File: config.mk
export PLATFORM = sky130hd
export DESIGN_NAME = dcache_top
export DESIGN_NICKNAME = d
export VERILOG_FILES = /design/src/dcache_pkg.sv /design/src/dcache_control.sv /design/src/dcache_datapath.sv /design/src/dcache_top.sv /design/src/victim_buffer.sv
export SDC_FILE = /design/constraint.sdc
export NUM_CORES = 2
export LEC_CHECK = 0
export BUFFER_PORTS_ARGS = -buffer_cell sky130_fd_sc_hd__buf_2
export CAP_MARGIN = 30
export CORE_AREA = 2 2 556 558
export DETAILED_ROUTE_END_ITERATION = 12
export DIE_AREA = 0 0 558 560
export PLACE_DENSITY = 0.66
export REMOVE_ABC_BUFFERS = 1
export SETUP_SLACK_MARGIN = 0.05
export SYNTH_ARGS = -nofsm -noshare
export SYNTH_HDL_FRONTEND = slang
export SYNTH_HIERARCHICAL = 1
export SYNTH_SLANG_ARGS = --single-unit
File: constraint.sdc
create_clock -name clk -period 22.4 [get_ports clk]
set_clock_uncertainty 0.15 [all_clocks]
set_input_delay 0 -clock clk [delete_from_list [all_inputs] [get_ports clk]]
set_output_delay 0 -clock clk [all_outputs]
set_load 0.01 [all_outputs]
File: src/dcache_pkg.sv
`default_nettype none

package dcache_pkg;

    //////////////////////////////
    // Geometry
    //////////////////////////////

    localparam int addr_width      = 32;
    localparam int word_width      = 32;
    localparam int words_per_line  = 4;
    localparam int line_width      = word_width * words_per_line;
    localparam int offset_width    = 4;                                // Two byte bits, two word bits
    localparam int set_count       = 8;
    localparam int set_width       = 3;
    localparam int tag_width       = addr_width - set_width - offset_width;
    localparam int line_addr_width = addr_width - offset_width;        // Tag and set together

    // Source of the line written into a main cache way
    localparam logic [1:0] data_sel_none   = 2'd0;
    localparam logic [1:0] data_sel_cpu    = 2'd1;
    localparam logic [1:0] data_sel_mem    = 2'd2;
    localparam logic [1:0] data_sel_victim = 2'd3;

    localparam logic addr_sel_cpu    = 1'b0;                          // Refill from the CPU line
    localparam logic addr_sel_victim = 1'b1;                          // Write back the victim line

    //////////////////////////////
    // Address views
    //////////////////////////////

    typedef union packed {
        struct packed {
            logic [tag_width-1:0]    tag;
            logic [set_width-1:0]    set;
            logic [offset_width-1:0] offset;
        } main;                                                       // Main cache lookup
        struct packed {
            logic [line_addr_width-1:0] line_addr;
            logic [offset_width-1:0]    offset;
        } line;                                                       // Victim buffer and memory
    } cache_addr_t;

    typedef enum logic [3:0] {
        idle, check, cache_to_victim, victim_to_cache,
        buffer, write_to_mem, write_to_victim, read_from_mem
    } ctrl_state_t;

endpackage

`default_nettype wire

File: src/dcache_control.sv
`default_nettype none

module dcache_control
    import dcache_pkg::*;
(
    input  logic       clk,
    input  logic       rst,
    input  logic       mem_read,
    input  logic       mem_write,
    input  logic       hit,
    input  logic       way_hit,
    input  logic       lru_way,
    input  logic       lru_valid,
    input  logic       lru_dirty,
    input  logic       victim_hit,
    input  logic       victim_way_hit,
    input  logic       victim_lru_way,
    input  logic       victim_lru_dirty_valid,
    input  logic       victim_hit_dirty,
    input  logic       pmem_resp,
    output logic       mem_resp,
    output logic       pmem_read,
    output logic       pmem_write,
    output logic       pmem_addr_sel,
    output logic [1:0] data_sel,
    output logic       load_tag,
    output logic       load_valid,
    output logic       load_dirty,
    output logic       dirty_value,
    output logic       load_lru,
    output logic       lru_value,
    output logic       victim_load,
    output logic       victim_load_way,
    output logic       victim_dirty_value,
    output logic       victim_load_lru
);

    ctrl_state_t state;
    ctrl_state_t next_state;
    logic        resp_q;                                              // Answered in the last cycle
    logic        swap_dirty;

    always_ff @(posedge clk)
    begin
        if (rst)
        begin
            state  <= idle;
            resp_q <= 1'b0;
        end
        else
        begin
            state  <= next_state;
            resp_q <= mem_resp;
        end
    end

    always_ff @(posedge clk)
    begin
        if (state == cache_to_victim)
            swap_dirty <= victim_hit_dirty;                           // Victim dirty bit heads back
    end

    //////////////////////////////
    // Next state
    //////////////////////////////

    always_comb
    begin
        next_state = state;
        case (state)
            idle:
            begin
                if (mem_read || mem_write)
                    next_state = check;
            end
            check:
            begin
                if (!(mem_read || mem_write))
                    next_state = idle;
                else if (resp_q || hit)
                    next_state = check;                               // Wait out the old request
                else if (victim_hit)
                    next_state = cache_to_victim;
                else
                    next_state = buffer;
            end
            cache_to_victim:
                next_state = victim_to_cache;
            victim_to_cache:
                next_state = check;
            buffer:
            begin
                if (!lru_valid)
                    next_state = read_from_mem;                       // Empty way, nothing to move
                else if (victim_lru_dirty_valid)
                    next_state = write_to_mem;
                else
                    next_state = write_to_victim;
            end
            write_to_mem:
            begin
                if (pmem_resp)
                    next_state = write_to_victim;
            end
            write_to_victim:
                next_state = read_from_mem;
            read_from_mem:
            begin
                if (pmem_resp)
                    next_state = check;
            end
            default:
                next_state = idle;
        endcase
    end

    //////////////////////////////
    // Outputs
    //////////////////////////////

    always_comb
    begin
        mem_resp           = 1'b0;
        pmem_read          = 1'b0;
        pmem_write         = 1'b0;
        pmem_addr_sel      = addr_sel_cpu;
        data_sel           = data_sel_none;
        load_tag           = 1'b0;
        load_valid         = 1'b0;
        load_dirty         = 1'b0;
        dirty_value        = 1'b0;
        load_lru           = 1'b0;
        lru_value          = 1'b0;
        victim_load        = 1'b0;
        victim_load_way    = victim_lru_way;
        victim_dirty_value = lru_valid & lru_dirty;                   // Stale dirty of an empty way dropped
        victim_load_lru    = 1'b0;
        case (state)
            check:
            begin
                if (hit && !resp_q)
                begin
                    mem_resp  = 1'b1;
                    load_lru  = 1'b1;
                    lru_value = ~way_hit;
                    if (mem_write)
                    begin
                        data_sel    = data_sel_cpu;
                        load_dirty  = 1'b1;
                        dirty_value = 1'b1;
                    end
                end
            end
            cache_to_victim:
            begin
                victim_load     = 1'b1;
                victim_load_way = victim_way_hit;                     // Evicted line takes the freed entry
                victim_load_lru = 1'b1;
            end
            victim_to_cache:
            begin
                data_sel    = data_sel_victim;
                load_tag    = 1'b1;
                load_valid  = 1'b1;
                load_dirty  = 1'b1;
                dirty_value = swap_dirty;
                load_lru    = 1'b1;
                lru_value   = ~lru_way;
            end
            write_to_mem:
            begin
                pmem_write    = 1'b1;
                pmem_addr_sel = addr_sel_victim;
            end
            write_to_victim:
            begin
                victim_load     = 1'b1;
                victim_load_lru = 1'b1;
            end
            read_from_mem:
            begin
                pmem_read = 1'b1;
                if (pmem_resp)
                begin
                    data_sel   = data_sel_mem;
                    load_tag   = 1'b1;
                    load_valid = 1'b1;
                    load_dirty = 1'b1;
                    load_lru   = 1'b1;
                    lru_value  = ~lru_way;
                end
            end
            default:
            begin
            end
        endcase
    end

endmodule

`default_nettype wire

File: src/dcache_datapath.sv
`default_nettype none

module dcache_datapath
    import dcache_pkg::*;
(
    input  logic                       clk,
    input  logic                       rst,
    input  logic [addr_width-1:0]      mem_addr,
    input  logic [word_width-1:0]      mem_wdata,
    input  logic [line_width-1:0]      line_from_victim,
    input  logic [line_width-1:0]      pmem_rdata,
    input  logic [1:0]                 data_sel,
    input  logic                       load_tag,
    input  logic                       load_valid,
    input  logic                       load_dirty,
    input  logic                       dirty_value,
    input  logic                       load_lru,
    input  logic                       lru_value,
    output logic                       hit,
    output logic                       way_hit,
    output logic                       lru_way,
    output logic                       lru_valid,
    output logic                       lru_dirty,
    output logic [word_width-1:0]      mem_rdata,
    output logic [line_width-1:0]      lru_line,
    output logic [line_addr_width-1:0] lru_line_addr
);

    cache_addr_t                       addr;
    logic [tag_width-1:0]              tag_array   [2][set_count];
    logic                              valid_array [2][set_count];
    logic                              dirty_array [2][set_count];
    logic [line_width-1:0]             data_array  [2][set_count];
    logic                              lru_array   [set_count];
    logic [1:0]                        way_match;
    logic [line_width-1:0]             hit_line;
    logic [line_width-1:0]             merged_line;
    logic [line_width-1:0]             swap_line;
    logic [line_width-1:0]             write_line;
    logic                              target_way;
    logic [$clog2(words_per_line)-1:0] word_sel;

    assign addr     = mem_addr;
    assign word_sel = addr.main.offset[offset_width-1:2];

    //////////////////////////////
    // Lookup
    //////////////////////////////

    always_comb
    begin
        for (int w = 0; w < 2; w++)
        begin
            way_match[w] = valid_array[w][addr.main.set] &&
                           (tag_array[w][addr.main.set] == addr.main.tag);
        end
    end

    assign hit       = |way_match;
    assign way_hit   = way_match[1];
    assign hit_line  = data_array[way_hit][addr.main.set];
    assign mem_rdata = hit_line[word_sel*word_width +: word_width];

    assign lru_way       = lru_array[addr.main.set];
    assign lru_valid     = valid_array[lru_way][addr.main.set];
    assign lru_dirty     = dirty_array[lru_way][addr.main.set];
    assign lru_line      = data_array[lru_way][addr.main.set];
    assign lru_line_addr = {tag_array[lru_way][addr.main.set], addr.main.set};

    //////////////////////////////
    // Write side
    //////////////////////////////

    always_comb
    begin
        merged_line = hit_line;
        merged_line[word_sel*word_width +: word_width] = mem_wdata;
    end

    always_comb
    begin
        case (data_sel)
            data_sel_mem:
                write_line = pmem_rdata;
            data_sel_victim:
                write_line = swap_line;
            default:
                write_line = merged_line;
        endcase
    end

    // CPU writes go to the hit way, fills and swaps to the LRU way
    assign target_way = (data_sel == data_sel_cpu) ? way_hit : lru_way;

    always_ff @(posedge clk)
    begin
        swap_line <= line_from_victim;                                // Holds the victim line one cycle
    end

    always_ff @(posedge clk)
    begin
        if (rst)
        begin
            for (int s = 0; s < set_count; s++)
            begin
                valid_array[0][s] <= 1'b0;
                valid_array[1][s] <= 1'b0;
                lru_array[s]      <= 1'b0;
            end
        end
        else
        begin
            if (load_valid)
                valid_array[target_way][addr.main.set] <= 1'b1;
            if (load_lru)
                lru_array[addr.main.set] <= lru_value;
        end
    end

    always_ff @(posedge clk)
    begin
        if (load_tag)
            tag_array[target_way][addr.main.set] <= addr.main.tag;
        if (load_dirty)
            dirty_array[target_way][addr.main.set] <= dirty_value;
        if (data_sel != data_sel_none)
            data_array[target_way][addr.main.set] <= write_line;
    end

endmodule

`default_nettype wire

File: src/dcache_top.sv
`default_nettype none

module dcache_top
    import dcache_pkg::*;
(
    input  logic                  clk,
    input  logic                  rst,
    input  logic                  mem_read,
    input  logic                  mem_write,
    input  logic [addr_width-1:0] mem_addr,
    input  logic [word_width-1:0] mem_wdata,
    output logic [word_width-1:0] mem_rdata,
    output logic                  mem_resp,
    output logic                  pmem_read,
    output logic                  pmem_write,
    output logic [addr_width-1:0] pmem_addr,
    output logic [line_width-1:0] pmem_wdata,
    input  logic [line_width-1:0] pmem_rdata,
    input  logic                  pmem_resp
);

    cache_addr_t                cpu_addr;
    logic                       hit;
    logic                       way_hit;
    logic                       lru_way;
    logic                       lru_valid;
    logic                       lru_dirty;
    logic                       victim_hit;
    logic                       victim_way_hit;
    logic                       victim_lru_way;
    logic                       victim_lru_dirty_valid;
    logic                       victim_hit_dirty;
    logic                       pmem_addr_sel;
    logic [1:0]                 data_sel;
    logic                       load_tag;
    logic                       load_valid;
    logic                       load_dirty;
    logic                       dirty_value;
    logic                       load_lru;
    logic                       lru_value;
    logic                       victim_load;
    logic                       victim_load_way;
    logic                       victim_dirty_value;
    logic                       victim_load_lru;
    logic [line_width-1:0]      line_from_victim;
    logic [line_width-1:0]      lru_line;
    logic [line_addr_width-1:0] lru_line_addr;
    logic [line_addr_width-1:0] writeback_addr;

    assign cpu_addr = mem_addr;

    // Memory always sees whole lines
    assign pmem_addr = (pmem_addr_sel == addr_sel_victim) ?
                       {writeback_addr, {offset_width{1'b0}}} :
                       {cpu_addr.line.line_addr, {offset_width{1'b0}}};

    dcache_control control0 (.*);

    dcache_datapath datapath0 (.*);

    victim_buffer victim0 (
        .writeback_line (pmem_wdata),
        .*
    );

endmodule

`default_nettype wire

File: src/victim_buffer.sv
`default_nettype none

module victim_buffer
    import dcache_pkg::*;
(
    input  logic                       clk,
    input  logic                       rst,
    input  logic [addr_width-1:0]      mem_addr,
    input  logic [line_width-1:0]      lru_line,
    input  logic [line_addr_width-1:0] lru_line_addr,
    input  logic                       lru_valid,
    input  logic                       lru_dirty,
    input  logic                       victim_load,
    input  logic                       victim_load_way,
    input  logic                       victim_dirty_value,
    input  logic                       victim_load_lru,
    output logic                       victim_hit,
    output logic                       victim_way_hit,
    output logic                       victim_hit_dirty,
    output logic                       victim_lru_way,
    output logic                       victim_lru_dirty_valid,
    output logic [line_width-1:0]      line_from_victim,
    output logic [line_width-1:0]      writeback_line,
    output logic [line_addr_width-1:0] writeback_addr
);

    cache_addr_t                addr;
    logic                       valid_q [2];
    logic                       dirty_q [2];
    logic [line_addr_width-1:0] addr_q  [2];
    logic [line_width-1:0]      line_q  [2];
    logic                       lru_q;
    logic [1:0]                 entry_match;

    assign addr = mem_addr;

    always_comb
    begin
        for (int e = 0; e < 2; e++)
        begin
            entry_match[e] = valid_q[e] && (addr_q[e] == addr.line.line_addr);
        end
    end

    assign victim_hit       = |entry_match;
    assign victim_way_hit   = entry_match[1];
    assign victim_hit_dirty = dirty_q[victim_way_hit];
    assign line_from_victim = line_q[victim_way_hit];

    // LRU entry is the next to leave, and the one written back
    assign victim_lru_way         = lru_q;
    assign victim_lru_dirty_valid = valid_q[lru_q] && dirty_q[lru_q];
    assign writeback_line         = line_q[lru_q];
    assign writeback_addr         = addr_q[lru_q];

    always_ff @(posedge clk)
    begin
        if (rst)
        begin
            valid_q[0] <= 1'b0;
            valid_q[1] <= 1'b0;
            lru_q      <= 1'b0;
        end
        else
        begin
            if (victim_load)
                valid_q[victim_load_way] <= lru_valid;
            if (victim_load_lru)
                lru_q <= ~victim_load_way;                            // Newest entry is most recent
        end
    end

    always_ff @(posedge clk)
    begin
        if (victim_load)
        begin
            addr_q[victim_load_way]  <= lru_line_addr;
            line_q[victim_load_way]  <= lru_line;
            dirty_q[victim_load_way] <= victim_dirty_value & lru_dirty;
        end
    end

endmodule

`default_nettype wire
==> results.cfg <==
[setup_path]
worstSetupEndpointType = output port
crit_arrival_ns = 9.41
worst-r2r-cell-count = 18
crit-reg2reg-launch = datapath0/tag_array[1][18]$_DFFE_PP_
critical_path.max_fanout = 136
worstPathRequired_ns = 22.25
worst_setup_path_start_kind = input port
r2r_end = datapath0/data_array[0][267]$_DFFE_PP_
timing.reg2reg.setup_slack_ns = 14.22
category_of_the_critical_setup_timing_path = input port to output port

[global_routing]
wire_length_of_the_first_global_routing_pass_um = 613900
gr-usage-all-layers_pct = 27.17
grt_overflow_total = 0
pin_count_of_the_biggest_net_entering_global_routing = 137
number_of_antenna_violations_at_the_first_check_in_global_routing = 32
vias_in_the_first_global_route = 85540

[placement]
dp_cells = 12750
port_buffers = 385
detailedPlacementHpwl_um = 245600
place.gp.congestion = 0.8408
preCtsSetupSlack_ns = 12.87

[timing]
final.setup.worst_slack_ns = 12.84
final_number_of_hold_violating_endpoints = 0
fmax_mhz = 104.6
setup_violations = 0
grt_setup_unrepaired = no
finalHoldWorstSlack_ns = 0.003421
timing.max_slew.rel_slack_pct = 11.35
tns_ns = 0
worstMarginPinSlew_ns = 1.330
min_period_over_period_pct = 42.68
maxSlewViolCount = 0
post-route-min-period_ns = 9.560

[pwr]
combPwrFrac_pct = 10.5
internal_power_w = 0.009569
sequentialPowerShare_pct = 49.6
cellPowerDensity_nw_per_um2 = 82.44
static-leakage-power_nw = 54.32
power_switching_w = 0.003096
power_switching_share_pct = 24.44
vdd_ir_drop_max_mv = 0.07361
power_frac_clock_pct = 39.9

[clock_tree]
tritoncts_clock_tree = yes
cts.reportedPaths.clkPinSlew_ns = 0.06
clk_path_buf_depth = 4
cts-htree-levels = 5
clk-insertion-delay-late_ns = 0.93
tritoncts.num_buffers = 314
clock_sink_count = 2939
cts_root_buffer = sky130_fd_sc_hd__clkbuf_16
postCtsSetupBuffers = 0

[logic_synthesis]
synth_compound_gate_area_share_pct = 6.928
synth_top_family_by_area = multiplexers
ys_seq_area_share_pct = 64.56
synthMostInstantiatedCell = sky130_fd_sc_hd__edfxtp_1
synth-adder-area-share_pct = 0.04656
synth_area_per_cell_um2 = 15.52
synth.area.mux_share_pct = 20.33
synthTopCellsByCount = sky130_fd_sc_hd__edfxtp_1 (2789), sky130_fd_sc_hd__nand2_1 (1102), sky130_fd_sc_hd__mux2i_1 (980)
synth_largest_type_area_fraction_pct = 62.33
synth_top_area_cell = sky130_fd_sc_hd__edfxtp_1
synth-edff-count = 2789
ys_ff_latch = 2939
netlist_area_um2 = 134400
synth_cell_type_count = 78
synthFlopType = sky130_fd_sc_hd__edfxtp_1
synth-async-reset-ratio_pct = 0
yosys_warnings = 6
synth_simple_gate_area_share_pct = 5.218
synth_xor_xnor_area_share_pct = 0.6062
post_synth_inst_count = 8657
post_synth_main_area_contributors = sky130_fd_sc_hd__edfxtp_1 (62%), sky130_fd_sc_hd__mux4_2 (9.4%), sky130_fd_sc_hd__mux2i_1 (7.3%)

[final_layout]
final_util_pct = 50.03
flow.area_growth_from_synthesis_pct = 14.34
fillers = 25290
num-nets-final = 9414
final-instance-count-excl-fill = 13590
drive_above_1_share_pct = 22.16

[worst_hold_path]
hold_path_class = input port to flop
worst_hold_stages = 4
hold-path-endpoint = datapath0/data_array[0][779]$_DFFE_PP_
critical_hold_path_startpoint = pmem_rdata[11]

[route]
drt.antenna.violating_nets = 0
drt-total-wl_um = 436500
drc = 0
route.detailed.vias_per_inst = 6.423
drt-initial-drc-count = 12570
wire_per_inst_um = 32.12
dr.pass1.iters = 7
detailroute.via_count = 87300

[die]
initial_utilization_pct = 43.76
chipWidth_um = 558
fp.coreArea_um2 = 307100
io-pin-count = 392
floorplan.rows = 204
floorplan.die_area_um2 = 312500
die_h_um = 560

[job]
drv.max_cap_violation_count = 0

[outcome]
status = finished clean
worst max path at each step:
stage                start                                     end  slack [ns]
6_report       mem_addr[4]                           mem_rdata[22]       12.84
5_1_grt        mem_addr[4]                           mem_rdata[22]       12.36
4_1_cts        mem_addr[4]                           mem_rdata[22]       12.92
3_5_place_dp   mem_addr[5]  datapath0/data_array[0][267]$_DFFE_PP_       12.87
3_3_place_gp   mem_addr[5]  datapath0/data_array[0][272]$_DFFE_PP_       12.20
2_1_floorplan  mem_addr[6]            victim0/dirty_q[0]$_DFFE_PP_      -63.50
routing by layer:
metal	up-vias	wire length [um]	track usage [%]
met5	-	132	0
met4	20	18600	10.69
met3	1022	52580	5.539
met2	5990	200800	42.42
met1	44670	164400	37.29
li1	35600	-	-
what timing repair did:
action / CTS / global route
hold endpoints to repair: 2548 / 176
hold buffers: 223 / 11
endpoints found under the setup margin: 0 / 0
resized for setup: 0 / 0
power by group through the flow:
stage	Sequential, W	Combinational [W]	Clock, W
finish	0.00628	0.00134	0.00505
global route	0.00628	0.00140	0.00530
CTS	0.00628	0.00130	0.00510
detailed placement	0.00639	0.00126	0
global placement	0.00639	0.00123	0
floorplan	0.00641	0.00122	0
kinds of logic after synthesis:
group / count (synthesis)
flip-flops: 2939
multiplexers: 1935
other: 1
buffers and inverters: 680
adder cells (fa/ha/maj): 5
AO/OA/AOI/OAI: 1378
AND/OR/NAND/NOR: 1626
XOR/XNOR: 93
sequential cells by signal, summed over array words and instances, names as in the netlist, named ones only:
signal,cells
control0/resp_q,1
control0/state,3
control0/swap_dirty,1
datapath0/data_array,2048
datapath0/dirty_array,16
datapath0/lru_array,8
datapath0/swap_line,128
datapath0/tag_array,400
datapath0/valid_array,16
victim0/addr_q,56
victim0/dirty_q,2
victim0/line_q,256
victim0/valid_q,2
victim0/victim_lru_way,1
area by class of cell:
type                       count  area [um2]  share of cell area [%]
antenna                       11       27.53                 0.01792
sequential                  2939       86760                   56.47
timing repair buffer         883        6761                   4.401
clock buffer                 412        8462                   5.508
tap                         4120        5155                   3.355
multi-input combinational   5041       44950                   29.26
clock inverter               152        1364                  0.8877
inverter                      33       153.9                  0.1002
critical path: stages:
cell and delay, ns:
sky130_fd_sc_hd__dlygate4sd3_1 0.68, sky130_fd_sc_hd__buf_8 0.45, sky130_fd_sc_hd__buf_4 0.67, sky130_fd_sc_hd__buf_4 0.46, sky130_fd_sc_hd__mux4_2 0.56, sky130_fd_sc_hd__mux2i_1 0.25, sky130_fd_sc_hd__xnor2_1 0.30, sky130_fd_sc_hd__nor3_1 0.17
sky130_fd_sc_hd__and4_1 0.25, sky130_fd_sc_hd__nand4_4 0.38, sky130_fd_sc_hd__buf_4 0.62, sky130_fd_sc_hd__buf_12 0.67, sky130_fd_sc_hd__buf_4 0.72, sky130_fd_sc_hd__buf_4 0.70, sky130_fd_sc_hd__mux4_2 0.59, sky130_fd_sc_hd__a22o_1 0.25
sky130_fd_sc_hd__a211o_1 0.31, sky130_fd_sc_hd__nor2_1 0.44, sky130_fd_sc_hd__a211oi_1 0.23, sky130_fd_sc_hd__buf_2 0.23
placed cells by master, fill, tap and decap left out, types with 139 or more instances in the layout:
cell / n
sky130_fd_sc_hd__dlygate4sd3_1: 234
sky130_fd_sc_hd__mux4_2: 559
sky130_fd_sc_hd__dfxtp_1: 149
sky130_fd_sc_hd__buf_2: 383
sky130_fd_sc_hd__clkbuf_16: 319
sky130_fd_sc_hd__nand2_1: 1095
sky130_fd_sc_hd__o22ai_1: 316
sky130_fd_sc_hd__mux2i_1: 980
sky130_fd_sc_hd__edfxtp_1: 2789
sky130_fd_sc_hd__mux2_2: 250
sky130_fd_sc_hd__nor2_1: 139
sky130_fd_sc_hd__a21oi_1: 406
sky130_fd_sc_hd__buf_4: 225
per-stage QoR:
| step | power [W] | cell area (um2) |
|---|---|---|
| 5_1_grt | 0.01299 | 153600 |
| 4_1_cts | 0.01268 | 153200 |
| 3_3_place_gp | 0.007613 | 140800 |
| 6_report | 0.01266 | 153600 |
| 3_5_place_dp | 0.007650 | 141200 |
| 2_1_floorplan | 0.007634 | 131400 |
Note: power is estimated with default switching activity, not from simulation.
